===== src/include/zzcpu_params.svh =====
`ifndef ZZCPU_PARAMS_SVH
`define ZZCPU_PARAMS_SVH

// data path width
`define ZZCPU_XLEN 16

// general register count and index width
`define ZZCPU_NREG 8
`define ZZCPU_REG_AW 3

// word address into instruction memory
`define ZZCPU_PC_W 16

// sram address, top two bits tied low
`define ZZCPU_DADDR_W 18

`endif


===== src/hdl/zzcpu_isa_pkg.sv =====
`include "zzcpu_params.svh"

package zzcpu_isa_pkg;

	////////////////////////////////////////////////////////////
	// opcodes, top five bits of every word
	////////////////////////////////////////////////////////////
	typedef enum logic [4:0] {
		OP_NOP   = 5'b00000,
		OP_ADDIU = 5'b01001,
		OP_LI    = 5'b01101,
		OP_LW    = 5'b10011,
		OP_SW    = 5'b11011,
		OP_ALU   = 5'b11100
	} opcode_e;

	// low two bits under OP_ALU
	typedef enum logic [1:0] {
		F_AND  = 2'b00,
		F_ADDU = 2'b01,
		F_OR   = 2'b10,
		F_SUBU = 2'b11
	} funct_e;

	typedef logic [`ZZCPU_REG_AW-1:0] reg_idx_t;
	typedef logic [7:0] imm_t;

	// three register form
	typedef struct packed {
		opcode_e  opcode;
		reg_idx_t rx;
		reg_idx_t ry;
		reg_idx_t rz;
		funct_e   funct;
	} instr_rrr_t;

	// register plus immediate form
	typedef struct packed {
		opcode_e  opcode;
		reg_idx_t rx;
		imm_t     imm;
	} instr_ri_t;

	// same word, view picked by opcode
	typedef union packed {
		instr_rrr_t rrr;
		instr_ri_t  ri;
	} instr_u;

endpackage


===== src/hdl/zzcpu_pipe_pkg.sv =====
`include "zzcpu_params.svh"

package zzcpu_pipe_pkg;

	typedef enum logic [2:0] {
		ALU_ADD,
		ALU_SUB,
		ALU_AND,
		ALU_OR,
		ALU_PASSB
	} alu_op_e;

	////////////////////////////////////////////////////////////
	// stage bundles
	////////////////////////////////////////////////////////////
	typedef struct packed {
		logic                     valid;
		logic                     regwrite;
		logic                     memread;
		logic                     memwrite;
		alu_op_e                  aluop;
		logic [`ZZCPU_XLEN-1:0]   opa;
		logic [`ZZCPU_XLEN-1:0]   opb;
		logic [`ZZCPU_REG_AW-1:0] rs1;
		logic                     rs1_used;
		logic [`ZZCPU_REG_AW-1:0] rs2;
		logic                     rs2_used;
		// operand b is the result now sitting in ex/mem
		logic                     b_prev;
		logic [`ZZCPU_REG_AW-1:0] rs_st;
		logic [`ZZCPU_XLEN-1:0]   st_data;
		logic [`ZZCPU_REG_AW-1:0] rd;
	} idex_t;

	typedef struct packed {
		logic                     valid;
		logic                     regwrite;
		logic                     memread;
		logic                     memwrite;
		logic [`ZZCPU_XLEN-1:0]   result;
		logic [`ZZCPU_XLEN-1:0]   st_data;
		logic [`ZZCPU_REG_AW-1:0] rd;
	} exmem_t;

	typedef struct packed {
		logic                     valid;
		logic                     regwrite;
		logic                     memtoreg;
		logic [`ZZCPU_XLEN-1:0]   alu_res;
		logic [`ZZCPU_XLEN-1:0]   mem_res;
		logic [`ZZCPU_REG_AW-1:0] rd;
	} memwb_t;

	// to register file and forwarding
	typedef struct packed {
		logic                     en;
		logic [`ZZCPU_REG_AW-1:0] rd;
		logic [`ZZCPU_XLEN-1:0]   data;
	} wb_t;

endpackage


===== src/hdl/zzcpu.sv =====
`timescale 1ns/1ns
`include "zzcpu_params.svh"

module zzcpu
	import zzcpu_pipe_pkg::*;
(
	input  logic                      clk,
	input  logic                      arst_n_i,
	output logic [`ZZCPU_PC_W-1:0]    imem_addr_o,
	input  logic [`ZZCPU_XLEN-1:0]    imem_data_i,
	output logic [`ZZCPU_DADDR_W-1:0] ram1_addr_o,
	output logic [`ZZCPU_XLEN-1:0]    ram1_wdata_o,
	input  logic [`ZZCPU_XLEN-1:0]    ram1_rdata_i,
	output logic                      ram1_oe_n_o,
	output logic                      ram1_we_n_o,
	output logic [`ZZCPU_XLEN-1:0]    light_o
);

	// decode to id/ex, id/ex to execute
	idex_t                    idex_dec;
	idex_t                    idex_ex;
	logic                     stall;
	exmem_t                   exmem;
	wb_t                      wb;
	// register file read ports
	logic [`ZZCPU_REG_AW-1:0] rd_idx1;
	logic [`ZZCPU_REG_AW-1:0] rd_idx2;
	logic [`ZZCPU_XLEN-1:0]   rd_data1;
	logic [`ZZCPU_XLEN-1:0]   rd_data2;

	////////////////////////////////////////////////////////////
	// stages
	////////////////////////////////////////////////////////////
	zzcpu_fetch_decode fetch_decode_i (
		.clk         (clk),
		.arst_n_i    (arst_n_i),
		.imem_addr_o (imem_addr_o),
		.imem_data_i (imem_data_i),
		.rd_idx1_o   (rd_idx1),
		.rd_idx2_o   (rd_idx2),
		.rd_data1_i  (rd_data1),
		.rd_data2_i  (rd_data2),
		.idex_fb_i   (idex_ex),
		.idex_o      (idex_dec),
		.stall_o     (stall)
	);

	zzcpu_regheap regheap_i (
		.clk        (clk),
		.arst_n_i   (arst_n_i),
		.rd_idx1_i  (rd_idx1),
		.rd_idx2_i  (rd_idx2),
		.rd_data1_o (rd_data1),
		.rd_data2_o (rd_data2),
		.wb_i       (wb)
	);

	zzcpu_id_ex id_ex_i (
		.clk      (clk),
		.arst_n_i (arst_n_i),
		.idex_i   (idex_dec),
		.stall_i  (stall),
		.idex_o   (idex_ex)
	);

	// ex/mem feedback copy left open, load-use watches id/ex instead
	zzcpu_execute execute_i (
		.clk        (clk),
		.arst_n_i   (arst_n_i),
		.idex_i     (idex_ex),
		.exmem_fb_o (),
		.wb_i       (wb),
		.exmem_o    (exmem)
	);

	zzcpu_memory_wb memory_wb_i (
		.clk          (clk),
		.arst_n_i     (arst_n_i),
		.exmem_i      (exmem),
		.ram1_addr_o  (ram1_addr_o),
		.ram1_wdata_o (ram1_wdata_o),
		.ram1_rdata_i (ram1_rdata_i),
		.ram1_oe_n_o  (ram1_oe_n_o),
		.ram1_we_n_o  (ram1_we_n_o),
		.light_o      (light_o),
		.wb_o         (wb)
	);

endmodule


===== src/hdl/zzcpu_execute.sv =====
`timescale 1ns/1ns
`include "zzcpu_params.svh"

module zzcpu_execute
	import zzcpu_pipe_pkg::*;
(
	input  logic   clk,
	input  logic   arst_n_i,
	input  idex_t  idex_i,
	output exmem_t exmem_fb_o,
	input  wb_t    wb_i,
	output exmem_t exmem_o
);

	exmem_t                 exmem_q;
	exmem_t                 exmem_d;
	logic [`ZZCPU_XLEN-1:0] a_val;
	logic [`ZZCPU_XLEN-1:0] b_val;
	logic [`ZZCPU_XLEN-1:0] st_val;
	logic [`ZZCPU_XLEN-1:0] alu_res;

	////////////////////////////////////////////////////////////
	// forwarding
	////////////////////////////////////////////////////////////

	// nearer stage first
	// a load in ex/mem has no data yet, decode stalls that case
	function automatic logic [`ZZCPU_XLEN-1:0] fwd(
		input logic [`ZZCPU_REG_AW-1:0] name,
		input logic [`ZZCPU_XLEN-1:0]   value,
		input exmem_t                   near,
		input wb_t                      far
	);
		if (near.valid && near.regwrite && !near.memread && (near.rd == name)) begin
			return near.result;
		end
		if (far.en && (far.rd == name)) begin
			return far.data;
		end
		return value;
	endfunction

	always_comb begin
		a_val  = idex_i.opa;
		b_val  = idex_i.opb;
		st_val = idex_i.st_data;
		if (idex_i.rs1_used) begin
			a_val = fwd(idex_i.rs1, idex_i.opa, exmem_q, wb_i);
		end
		// store address from the first store half
		if (idex_i.b_prev) begin
			b_val = exmem_q.result;
		end else if (idex_i.rs2_used) begin
			b_val = fwd(idex_i.rs2, idex_i.opb, exmem_q, wb_i);
		end
		if (idex_i.memwrite) begin
			st_val = fwd(idex_i.rs_st, idex_i.st_data, exmem_q, wb_i);
		end
	end

	////////////////////////////////////////////////////////////
	// alu, wraps at word width
	////////////////////////////////////////////////////////////
	always_comb begin
		case (idex_i.aluop)
			ALU_ADD: alu_res = a_val + b_val;
			ALU_SUB: alu_res = a_val - b_val;
			ALU_AND: alu_res = a_val & b_val;
			ALU_OR:  alu_res = a_val | b_val;
			default: alu_res = b_val;
		endcase
	end

	always_comb begin
		exmem_d          = '0;
		exmem_d.valid    = idex_i.valid;
		exmem_d.regwrite = idex_i.regwrite;
		exmem_d.memread  = idex_i.memread;
		exmem_d.memwrite = idex_i.memwrite;
		exmem_d.result   = alu_res;
		exmem_d.st_data  = st_val;
		exmem_d.rd       = idex_i.rd;
	end

	// ex/mem register
	always_ff @(posedge clk or negedge arst_n_i) begin
		if (!arst_n_i) begin
			exmem_q <= '0;
		end else begin
			exmem_q <= exmem_d;
		end
	end

	assign exmem_o    = exmem_q;
	assign exmem_fb_o = exmem_q;

endmodule


===== src/hdl/zzcpu_fetch_decode.sv =====
`timescale 1ns/1ns
`include "zzcpu_params.svh"

module zzcpu_fetch_decode
	import zzcpu_isa_pkg::*;
	import zzcpu_pipe_pkg::*;
(
	input  logic                     clk,
	input  logic                     arst_n_i,
	output logic [`ZZCPU_PC_W-1:0]   imem_addr_o,
	input  logic [`ZZCPU_XLEN-1:0]   imem_data_i,
	output logic [`ZZCPU_REG_AW-1:0] rd_idx1_o,
	output logic [`ZZCPU_REG_AW-1:0] rd_idx2_o,
	input  logic [`ZZCPU_XLEN-1:0]   rd_data1_i,
	input  logic [`ZZCPU_XLEN-1:0]   rd_data2_i,
	input  idex_t                    idex_fb_i,
	output idex_t                    idex_o,
	output logic                     stall_o
);

	logic [`ZZCPU_PC_W-1:0] pc_q;
	instr_u                 ifid_q;
	// second half of a store in decode
	logic                   sw_phase_q;
	logic                   is_sw;
	logic                   hold;
	logic [`ZZCPU_XLEN-1:0] imm_zext;
	logic [`ZZCPU_XLEN-1:0] imm_sext;
	logic                   hit1;
	logic                   hit2;

	////////////////////////////////////////////////////////////
	// fetch
	////////////////////////////////////////////////////////////
	assign imem_addr_o = pc_q;

	// pc and if/id freeze on load-use and on first store half
	assign hold = stall_o | (is_sw & ~sw_phase_q);

	always_ff @(posedge clk or negedge arst_n_i) begin
		if (!arst_n_i) begin
			pc_q       <= '0;
			ifid_q     <= '0;
			sw_phase_q <= 1'b0;
		end else begin
			if (!hold) begin
				pc_q   <= pc_q + {{(`ZZCPU_PC_W-1){1'b0}}, 1'b1};
				ifid_q <= imem_data_i;
			end
			if (!stall_o) begin
				sw_phase_q <= is_sw & ~sw_phase_q;
			end
		end
	end

	////////////////////////////////////////////////////////////
	// decode
	////////////////////////////////////////////////////////////
	assign is_sw    = (ifid_q.rrr.opcode == OP_SW);
	assign imm_zext = {{(`ZZCPU_XLEN-8){1'b0}}, ifid_q.ri.imm};
	assign imm_sext = {{(`ZZCPU_XLEN-8){ifid_q.ri.imm[7]}}, ifid_q.ri.imm};

	// ri.rx shares bits with rrr.rx
	// store data rz read on port 1 in the second half
	assign rd_idx1_o = (is_sw && sw_phase_q) ? ifid_q.rrr.rz : ifid_q.rrr.rx;
	assign rd_idx2_o = ifid_q.rrr.ry;

	always_comb begin
		idex_o = '0;
		case (ifid_q.rrr.opcode)
			OP_LI: begin
				idex_o.valid    = 1'b1;
				idex_o.regwrite = 1'b1;
				idex_o.aluop    = ALU_PASSB;
				idex_o.opb      = imm_zext;
				idex_o.rd       = ifid_q.ri.rx;
			end
			OP_ADDIU: begin
				idex_o.valid    = 1'b1;
				idex_o.regwrite = 1'b1;
				idex_o.aluop    = ALU_ADD;
				idex_o.opa      = rd_data1_i;
				idex_o.rs1      = ifid_q.ri.rx;
				idex_o.rs1_used = 1'b1;
				idex_o.opb      = imm_sext;
				idex_o.rd       = ifid_q.ri.rx;
			end
			OP_ALU: begin
				idex_o.valid    = 1'b1;
				idex_o.regwrite = 1'b1;
				idex_o.opa      = rd_data1_i;
				idex_o.rs1      = ifid_q.rrr.rx;
				idex_o.rs1_used = 1'b1;
				idex_o.opb      = rd_data2_i;
				idex_o.rs2      = ifid_q.rrr.ry;
				idex_o.rs2_used = 1'b1;
				idex_o.rd       = ifid_q.rrr.rz;
				case (ifid_q.rrr.funct)
					F_ADDU:  idex_o.aluop = ALU_ADD;
					F_SUBU:  idex_o.aluop = ALU_SUB;
					F_AND:   idex_o.aluop = ALU_AND;
					default: idex_o.aluop = ALU_OR;
				endcase
			end
			OP_LW: begin
				idex_o.valid    = 1'b1;
				idex_o.regwrite = 1'b1;
				idex_o.memread  = 1'b1;
				idex_o.aluop    = ALU_ADD;
				idex_o.opa      = rd_data1_i;
				idex_o.rs1      = ifid_q.rrr.rx;
				idex_o.rs1_used = 1'b1;
				idex_o.opb      = rd_data2_i;
				idex_o.rs2      = ifid_q.rrr.ry;
				idex_o.rs2_used = 1'b1;
				idex_o.rd       = ifid_q.rrr.rz;
			end
			OP_SW: begin
				idex_o.valid = 1'b1;
				if (!sw_phase_q) begin
					// first half, address rx + ry, no write
					idex_o.aluop    = ALU_ADD;
					idex_o.opa      = rd_data1_i;
					idex_o.rs1      = ifid_q.rrr.rx;
					idex_o.rs1_used = 1'b1;
					idex_o.opb      = rd_data2_i;
					idex_o.rs2      = ifid_q.rrr.ry;
					idex_o.rs2_used = 1'b1;
				end else begin
					// second half picks address from ex/mem
					idex_o.memwrite = 1'b1;
					idex_o.aluop    = ALU_PASSB;
					idex_o.b_prev   = 1'b1;
					idex_o.rs_st    = ifid_q.rrr.rz;
					idex_o.st_data  = rd_data1_i;
				end
			end
			// nop and unknown words leave an empty bundle
			default: idex_o = '0;
		endcase
	end

	////////////////////////////////////////////////////////////
	// load-use detection
	////////////////////////////////////////////////////////////
	assign hit1 = idex_o.rs1_used && (idex_o.rs1 == idex_fb_i.rd);
	assign hit2 = idex_o.rs2_used && (idex_o.rs2 == idex_fb_i.rd);

	// load one stage ahead, data not ready until wb
	// store data half always trails its own address half, reaches the load by wb
	assign stall_o = idex_fb_i.valid & idex_fb_i.memread & (hit1 | hit2);

endmodule


===== src/hdl/zzcpu_id_ex.sv =====
`timescale 1ns/1ns
`include "zzcpu_params.svh"

module zzcpu_id_ex
	import zzcpu_pipe_pkg::*;
(
	input  logic  clk,
	input  logic  arst_n_i,
	input  idex_t idex_i,
	input  logic  stall_i,
	output idex_t idex_o
);

	idex_t idex_q;

	////////////////////////////////////////////////////////////
	// id/ex register
	////////////////////////////////////////////////////////////

	// bubble on stall
	// all-zero bundle has valid and every write strobe low
	always_ff @(posedge clk or negedge arst_n_i) begin
		if (!arst_n_i) begin
			idex_q <= '0;
		end else if (stall_i) begin
			idex_q <= '0;
		end else begin
			idex_q <= idex_i;
		end
	end

	assign idex_o = idex_q;

endmodule


===== src/hdl/zzcpu_memory_wb.sv =====
`timescale 1ns/1ns
`include "zzcpu_params.svh"

module zzcpu_memory_wb
	import zzcpu_pipe_pkg::*;
(
	input  logic                      clk,
	input  logic                      arst_n_i,
	input  exmem_t                    exmem_i,
	output logic [`ZZCPU_DADDR_W-1:0] ram1_addr_o,
	output logic [`ZZCPU_XLEN-1:0]    ram1_wdata_o,
	input  logic [`ZZCPU_XLEN-1:0]    ram1_rdata_i,
	output logic                      ram1_oe_n_o,
	output logic                      ram1_we_n_o,
	output logic [`ZZCPU_XLEN-1:0]    light_o,
	output wb_t                       wb_o
);

	memwb_t memwb_q;
	memwb_t memwb_d;

	////////////////////////////////////////////////////////////
	// sram port
	////////////////////////////////////////////////////////////

	// upper address bits stay low
	assign ram1_addr_o  = {{(`ZZCPU_DADDR_W-`ZZCPU_XLEN){1'b0}}, exmem_i.result};
	assign ram1_wdata_o = exmem_i.st_data;

	// strobes active low, one mem cycle each
	assign ram1_oe_n_o = ~(exmem_i.valid & exmem_i.memread);
	assign ram1_we_n_o = ~(exmem_i.valid & exmem_i.memwrite);

	// last stored word shown on the lights
	always_ff @(posedge clk or negedge arst_n_i) begin
		if (!arst_n_i) begin
			light_o <= '0;
		end else if (exmem_i.valid && exmem_i.memwrite) begin
			light_o <= exmem_i.st_data;
		end
	end

	////////////////////////////////////////////////////////////
	// mem/wb register and writeback select
	////////////////////////////////////////////////////////////
	always_comb begin
		memwb_d          = '0;
		memwb_d.valid    = exmem_i.valid;
		memwb_d.regwrite = exmem_i.regwrite;
		memwb_d.memtoreg = exmem_i.memread;
		memwb_d.alu_res  = exmem_i.result;
		memwb_d.mem_res  = ram1_rdata_i;
		memwb_d.rd       = exmem_i.rd;
	end

	always_ff @(posedge clk or negedge arst_n_i) begin
		if (!arst_n_i) begin
			memwb_q <= '0;
		end else begin
			memwb_q <= memwb_d;
		end
	end

	assign wb_o.en   = memwb_q.valid & memwb_q.regwrite;
	assign wb_o.rd   = memwb_q.rd;
	assign wb_o.data = memwb_q.memtoreg ? memwb_q.mem_res : memwb_q.alu_res;

endmodule


===== src/hdl/zzcpu_regheap.sv =====
`timescale 1ns/1ns
`include "zzcpu_params.svh"

module zzcpu_regheap
	import zzcpu_pipe_pkg::*;
(
	input  logic                     clk,
	input  logic                     arst_n_i,
	input  logic [`ZZCPU_REG_AW-1:0] rd_idx1_i,
	input  logic [`ZZCPU_REG_AW-1:0] rd_idx2_i,
	output logic [`ZZCPU_XLEN-1:0]   rd_data1_o,
	output logic [`ZZCPU_XLEN-1:0]   rd_data2_o,
	input  wb_t                      wb_i
);

	logic [`ZZCPU_XLEN-1:0] regs_q [`ZZCPU_NREG];

	// write-through, same-cycle writeback wins
	function automatic logic [`ZZCPU_XLEN-1:0] rd_port(
		input logic [`ZZCPU_REG_AW-1:0] idx
	);
		if (wb_i.en && (wb_i.rd == idx)) begin
			return wb_i.data;
		end
		return regs_q[idx];
	endfunction

	always_comb begin
		rd_data1_o = rd_port(rd_idx1_i);
		rd_data2_o = rd_port(rd_idx2_i);
	end

	always_ff @(posedge clk or negedge arst_n_i) begin
		if (!arst_n_i) begin
			for (int i = 0; i < `ZZCPU_NREG; i++) begin
				regs_q[i] <= '0;
			end
		end else if (wb_i.en) begin
			regs_q[wb_i.rd] <= wb_i.data;
		end
	end

endmodule


===== config.mk =====
export PLATFORM = sky130hd
export DESIGN_NAME = zzcpu
export DESIGN_NICKNAME = d
export VERILOG_FILES = /design/src/hdl/zzcpu_isa_pkg.sv /design/src/hdl/zzcpu_pipe_pkg.sv /design/src/hdl/zzcpu.sv /design/src/hdl/zzcpu_execute.sv /design/src/hdl/zzcpu_fetch_decode.sv /design/src/hdl/zzcpu_id_ex.sv /design/src/hdl/zzcpu_memory_wb.sv /design/src/hdl/zzcpu_regheap.sv
export VERILOG_INCLUDE_DIRS = /design/src /design/src/include
export SDC_FILE = /design/constraint.sdc
export NUM_CORES = 1
export LEC_CHECK = 0
export BUFFER_PORTS_ARGS = -buffer_cell sky130_fd_sc_hd__buf_2
export CAP_MARGIN = 10
export CORE_MARGIN = 2
export CORE_UTILIZATION = 48
export CTS_CLUSTER_DIAMETER = 30
export DETAILED_ROUTE_END_ITERATION = 6
export PLACE_DENSITY = 0.65
export REMOVE_ABC_BUFFERS = 1
export SLEW_MARGIN = 20
export SYNTH_ARGS = -nofsm -noshare
export SYNTH_HDL_FRONTEND = slang
export SYNTH_HIERARCHICAL = 1
export SYNTH_SLANG_ARGS = --single-unit

===== constraint.sdc =====
create_clock -name clk -period 4.2 [get_ports clk]
set_input_delay 0.63 -clock clk [delete_from_list [all_inputs] [get_ports clk]]
set_output_delay 0.63 -clock clk [all_outputs]
set_load 0.01 [all_outputs]

Word level (Yosys, flattened, before mapping)
Index checks and enable logic that the tools add are counted.
W data, S select, Z words.

operators by class
  multiplexer cells = 68
  shifts and indexed selects = 0
  multiply operators = 0
  magnitude comparators = 4
  equal/unequal tests = 20
  reduce and logical (&&, ||, !) cells = 23
  bitwise logic cells = 16
  div/mod/pow operators = 0
  $add $sub $neg = 3

operator list
  operator                 count
  $mux W16                 26
  $bwmux W128              1
  $pmux W16 S4             2
  $bmux W16 S3             2
  $mux W70                 1
  $demux W16 S3            1
  $mux W20                 2
  $mux W40                 1
  $pmux W16 S2             1
  $eq A3 B3 Y1             10
  $mux W1                  24
  $add A16 B1 Y16 const B  1
  $add A16 B16 Y16         1
  $and A16 B16 Y16         1
  $or A16 B16 Y16          1
  $pmux W4 S2              2
  $sub A16 B16 Y16         1
  $eq A5 B5 Y1 const B     3
  $logic_and A1 B1 Y1      15
  $ge A4 B4 Y1 const B     3
  $not A3 Y4               3
  $eq A5 B4 Y1 const B     2
  $pmux W3 S3              1
  $and A1 B1 Y1            6
  17 further kinds         23

word-level totals
  input bits = 34
  bits in registers = 324
  latch bits = 0
  memory bits (writable) = 0
  memories = 0
  output and inout port bits = 68
  ROM bits = 0

Longest topological paths before layout
  depth in word-level cells = 15
  mapped depth = 21
  gate-level depth less buffers = 18

By module
Netlist, hierarchy kept.

modules (own cells, without submodules)
  module              cells an instance  instances  seq. area each (um2)  area each (um2)
  zzcpu_regheap       452                1          3203.1                7508.5
  zzcpu_execute       506                1          975.9                 3943.8
  zzcpu_fetch_decode  232                1          825.8                 2230.9
  zzcpu_id_ex         147                1          1751.7                2224.6
  zzcpu_memory_wb     130                1          1351.3                2084.5

Worst setup path after synthesis
Ideal clock, no wire load.

  kind = register to register
  start = register execute_i.exmem_q, in the netlist execute_i/exmem_fb_o[2]
  end = register execute_i.exmem_q, in the netlist execute_i/exmem_fb_o[34]
  data arrival time = 4.434 ns
  setup slack = -0.357 ns
  stages on the path, launching flop included = 20
  period minus slack after synthesis = 4.557 ns
  setup time = 0.123 ns
  path through = dfrtp_1 xor2_1 or4b_1 and4_1 buf_6 buf_2 a222oi_1 ha_1 nand3_1 o21ai_0 xor2_1 ha_1 and4_1 o211ai_1 a21oi_1 nor3_1 or2_2 or3_1 o2111ai_1 nor2_1

between the ends
  cells in the longest elaborated chain, start to end = 10

ends and longest elaborated chain
  element                                         line                 source
  start, declared                                 zzcpu_execute.sv:15  exmem_t exmem_q;
  start signal, assigned                          zzcpu_execute.sv:90  exmem_q <= exmem_d;
  $eq A3 B3 Y1                                    zzcpu_execute.sv:34  if (near.valid && near.regwrite && !near.memread && (near.rd == name)) begin
  $logic_and A1 B1 Y1                             zzcpu_execute.sv:34
  $mux W1                                         zzcpu_execute.sv:34
  $mux W1                                         zzcpu_execute.sv:53  end else if (idex_i.rs2_used) begin
  $mux W1                                         zzcpu_execute.sv:51  if (idex_i.b_prev) begin
  $mux W16                                        zzcpu_execute.sv:37  if (far.en && (far.rd == name)) begin
  $mux W16                                        zzcpu_execute.sv:53
  $mux W16                                        zzcpu_execute.sv:51
  $sub A16 B16 Y16, or another cell as far along  zzcpu_execute.sv:67  ALU_SUB: alu_res = a_val - b_val;
  $pmux W16 S4 *                                  zzcpu_execute.sv:65  case (idex_i.aluop)
  named net execute_i.alu_res[15]                 zzcpu_execute.sv:20  logic [`ZZCPU_XLEN-1:0] alu_res;

Mark *: on every way through the listed nets, which the timed path passes. The rest lies on a longest branch. The select of a mux whose other input is x is not followed.
A chain may end at the register's enable or synchronous reset.

Worst setup path after layout
  start = register id_ex_i.idex_q, in the netlist id_ex_i/idex_o[26]
  end = register execute_i.exmem_q, in the netlist execute_i/exmem_fb_o[34]

between the ends
  cells in the longest elaborated chain, start to end = 12

ends and longest elaborated chain
  element                                         line                 source
  start, declared                                 zzcpu_id_ex.sv:14    idex_t idex_q;
  start signal, assigned                          zzcpu_id_ex.sv:28    idex_q <= idex_i;
  $eq A3 B3 Y1                                    zzcpu_execute.sv:37
  $logic_and A1 B1 Y1                             zzcpu_execute.sv:37
  $mux W1 (2 in series)                           zzcpu_execute.sv:37
  $mux W1                                         zzcpu_execute.sv:53
  $mux W1                                         zzcpu_execute.sv:51
  $mux W16                                        zzcpu_execute.sv:40  return value;
  $mux W16 *                                      zzcpu_execute.sv:37
  $mux W16 *                                      zzcpu_execute.sv:53
  $mux W16 *                                      zzcpu_execute.sv:51
  $sub A16 B16 Y16, or another cell as far along  zzcpu_execute.sv:67
  $pmux W16 S4 *                                  zzcpu_execute.sv:65
  named net execute_i.alu_res[15]                 zzcpu_execute.sv:20

Marked as above.

==> metrics.cfg <==
[run_status]
status=finished with violations
failed_checks=setup timing

[die]
die_x_um=198
ios=102
die_height_um=198
start_util=0.489
rows=70
core_um2=36800
dieArea_um2=39000

[timing]
setup_ws_ns=-0.212
maxSlewViolCount=0
worstMarginPinSlew_ns=0.904
max_slew_margin=0.397
tns_ns=-0.351
rsz0062_at_grt=yes
period_share=1.05
hold_slack_ns=0.142
fmaxAchievable_mhz=227
hold_viol=0
fin_crit_ns=4.41
skew_ns=0.0180
setup_viol=2

[global_routing]
grt_start_max_net_pins=115
antenna_found_initial=0
grt_pass1_vias=12600
overflow=0
grt_pass1_wl_mm=70.2
track_usage=0.233

[finish]
layout-drive-gt1-share=0.406
nNetsFinal=1657
area_delta_synth_final_pct=21.7
antenna_cells=0
final_area_um2=21900
mostFrequentLayoutCell=dfrtp_1
fill_cells=2848
final_cell_mix=dfrtp_1, mux2_2, buf_4
final_cells=2127
final_core_util=0.595

[detailed_routing]
postRouteWirelength_mm=44.9
drt_iter0_drc=815
num_vias=12100
ant_nets=0
avgViaCountPerCell=5.69
wl_per_cell_um=21.1
drc=0
first_pass_iters=5

[placement]
dp_hpwl_mm=29.6
placed_cell_area_um2=19000
place_congestion=0.880
io_buffers=99
post-place-cells=1978

[worst_setup_path]
cp_max_fo=7
crit_path_max_incr_delay_ns=0.53
endpoint_kind=flip-flop
reg2reg_to=execute_i/exmem_fb_o[34]
critPathKind=reg -> reg
path_cells=xor2_2 > or4b_1 > and4_4 > a221o_1 > nor4_4 > buf_4 > nand3_4 > nand2_2 > xor2_1 > ha_1 > a21o_1 > a21o_1 > a21oi_2 > a21oi_2 > nor3_2 > buf_4 > nor2_1 > a211oi_2 > o2111ai_2 > nor2_1
cp.required_ns=4.68
crit_slowest_cell=or4b_1
crit_arrival_ns=4.89
crit_path_start_kind=flip-flop
worst-r2r-setup-slack_ns=-0.21
reg2reg_from=id_ex_i/idex_o[26]
r2r_cells=20

[logic_synthesis]
synth-edff-count=0
netlist.area_leader.share=0.451
synth_cells=1467
synth_warnings=6
synth.avg_cell_area_um2=12.3
ys_types=76
synth_top_cell_by_area=dfrtp_1
synthArstFlopShare=1.00
ys_seq_elements=324
syn_area_um2=18000
synth_flop_cell=dfrtp_1
ys_top_cells_by_area=dfrtp_1, mux2_2, mux4_1
synth.yosys.seq_area_share=0.451

[clock_network]
cts_tree=done
cts_buffers=70
cts_hold_buf=0
root_buffer=clkbuf_16
path_clk_slew_ns=0.04
htreeDepth=3
insertion_delay_ns=0.56
clock-sinks=324
clock_path_buffers=3

[hold_path]
hold_path.class=in -> async

[job]
drv_cap=0

[power_and_ir_drop]
ir_drop_mv=0.238
p_per_area_nw_per_um2=499
power.leakage_nw=11.0

[cells in the mapped netlist (3+ instances only)]
master      n
nand4_1    14
a22o_1     12
mux2_2    217
mux4_2      4
nand3b_1    4
mux4_1     60
xnor2_1    45
mux2_4     28
a21oi_1    57
o21a_1      8
nor3b_1     3
o21ai_0    26
and3_1      8
inv_1      22
dfrtp_1   324
xor2_1     25
ha_1       19
nor2_1     62
nand3_1    14
and3b_1     3
or3_1       5
buf_6      12
buf_2      24
a21o_1      6
nor2b_1    76
clkbuf_1   40
a31oi_1     4
nand2b_1    6
or2_2       6
o22ai_1    40
and4_1      6
and2_1     53
a221o_1     9
nor3_1      9
a211oi_1    3
nand2_1    53
buf_1      18
a221oi_1    5
a222oi_1    3
buf_4      83
nand4b_1    6
[critical path: cells and delay by family, from the launching register on]
family | cells | cell delay, ns
simple gates | 8 | 1.63
compound gates | 7 | 1.32
xor+xnor | 2 | 0.37
fa+ha+maj | 1 | 0.29
flops | 1 | 0.41
buf+inv | 2 | 0.32
[registers in the layout, summed over array words and instances (netlist names)]
name and flops:
id_ex_i/idex_o 70, fetch_decode_i/ifid_q 16, execute_i/exmem_fb_o 39, fetch_decode_i/imem_addr_o 16, memory_wb_i/wb_o 3, memory_wb_i/light_o 16
memory_wb_i/memwb_q 35, regheap_i/regs_q 128, fetch_decode_i/sw_phase_q 1
[how the worst max path moves through the flow]
| stage | startpoint | to | slack [ns] | depth (start not counted) |
|---|---|---|---|---|
| floorplan | execute_i/exmem_fb_o[2] | execute_i/exmem_fb_o[34] | -0.95 | 17 |
| global placement | id_ex_i/idex_o[26] | execute_i/exmem_fb_o[34] | -0.32 | 18 |
| detailed placement | id_ex_i/idex_o[26] | execute_i/exmem_fb_o[34] | -0.43 | 17 |
| CTS | execute_i/exmem_fb_o[1] | execute_i/exmem_fb_o[34] | -0.21 | 18 |
| global route | id_ex_i/idex_o[26] | execute_i/exmem_fb_o[34] | -0.44 | 20 |
| finish | id_ex_i/idex_o[26] | execute_i/exmem_fb_o[34] | -0.21 | 20 |
[final cells by class]
class / instances / area (um2) / area share
multi-input cells: 943 / 8910 / 0.407
repair buffers: 242 / 1670 / 0.0763
well taps: 468 / 586 / 0.0267
flip-flops and latches: 324 / 8110 / 0.370
inverters: 22 / 82.6 / 0.00377
clock buffers: 94 / 2020 / 0.0924
clock inverters: 34 / 512 / 0.0234
[report_power, final]
part           switching, mW  internal (mW)
Sequential             0.240           3.38
Clock                   1.74           4.06
Combinational          0.784          0.727
Total                   2.76           8.16
[metrics by stage]
stage,worst slack (ns),power (mW)
floorplan,-0.947,4.41
global placement,-0.319,5.03
detailed placement,-0.427,5.07
CTS,-0.208,11.0
global route,-0.441,11.3
finish,-0.212,10.9
[metal layers]
| metal | global-route usage | part of all wire | vias to the layer above |
|---|---|---|---|
| met2 | 0.383 | 0.48 | 339 |
| li1 | - | - | 5536 |
| met3 | 0.0401 | 0.051 | 90 |
| met5 | 0 | 0 | - |
| met1 | 0.313 | 0.45 | 6138 |
| met4 | 0.0774 | 0.024 | 0 |
[repair_timing]
item / in CTS / in global routing
gates resized for setup: 37 / 33
hold endpoints to repair: 0 / 0
pin swaps: 28 / 52
setup endpoints to repair: 7 / 10
buffers inserted: 7 / 14
[logic make-up (layout without fill, tap and decap cells)]
family,Yosys count,count (layout),share of synthesized area
fa+ha+maj,20,20,0.0143
other cells,1,2,0.000208
xor+xnor,70,70,0.0341
compound gates,196,196,0.0716
flops,324,324,0.451
simple gates,345,345,0.109
mux,310,310,0.252
buf+inv,201,392,0.0677
(Power assumes the default switching activity.)
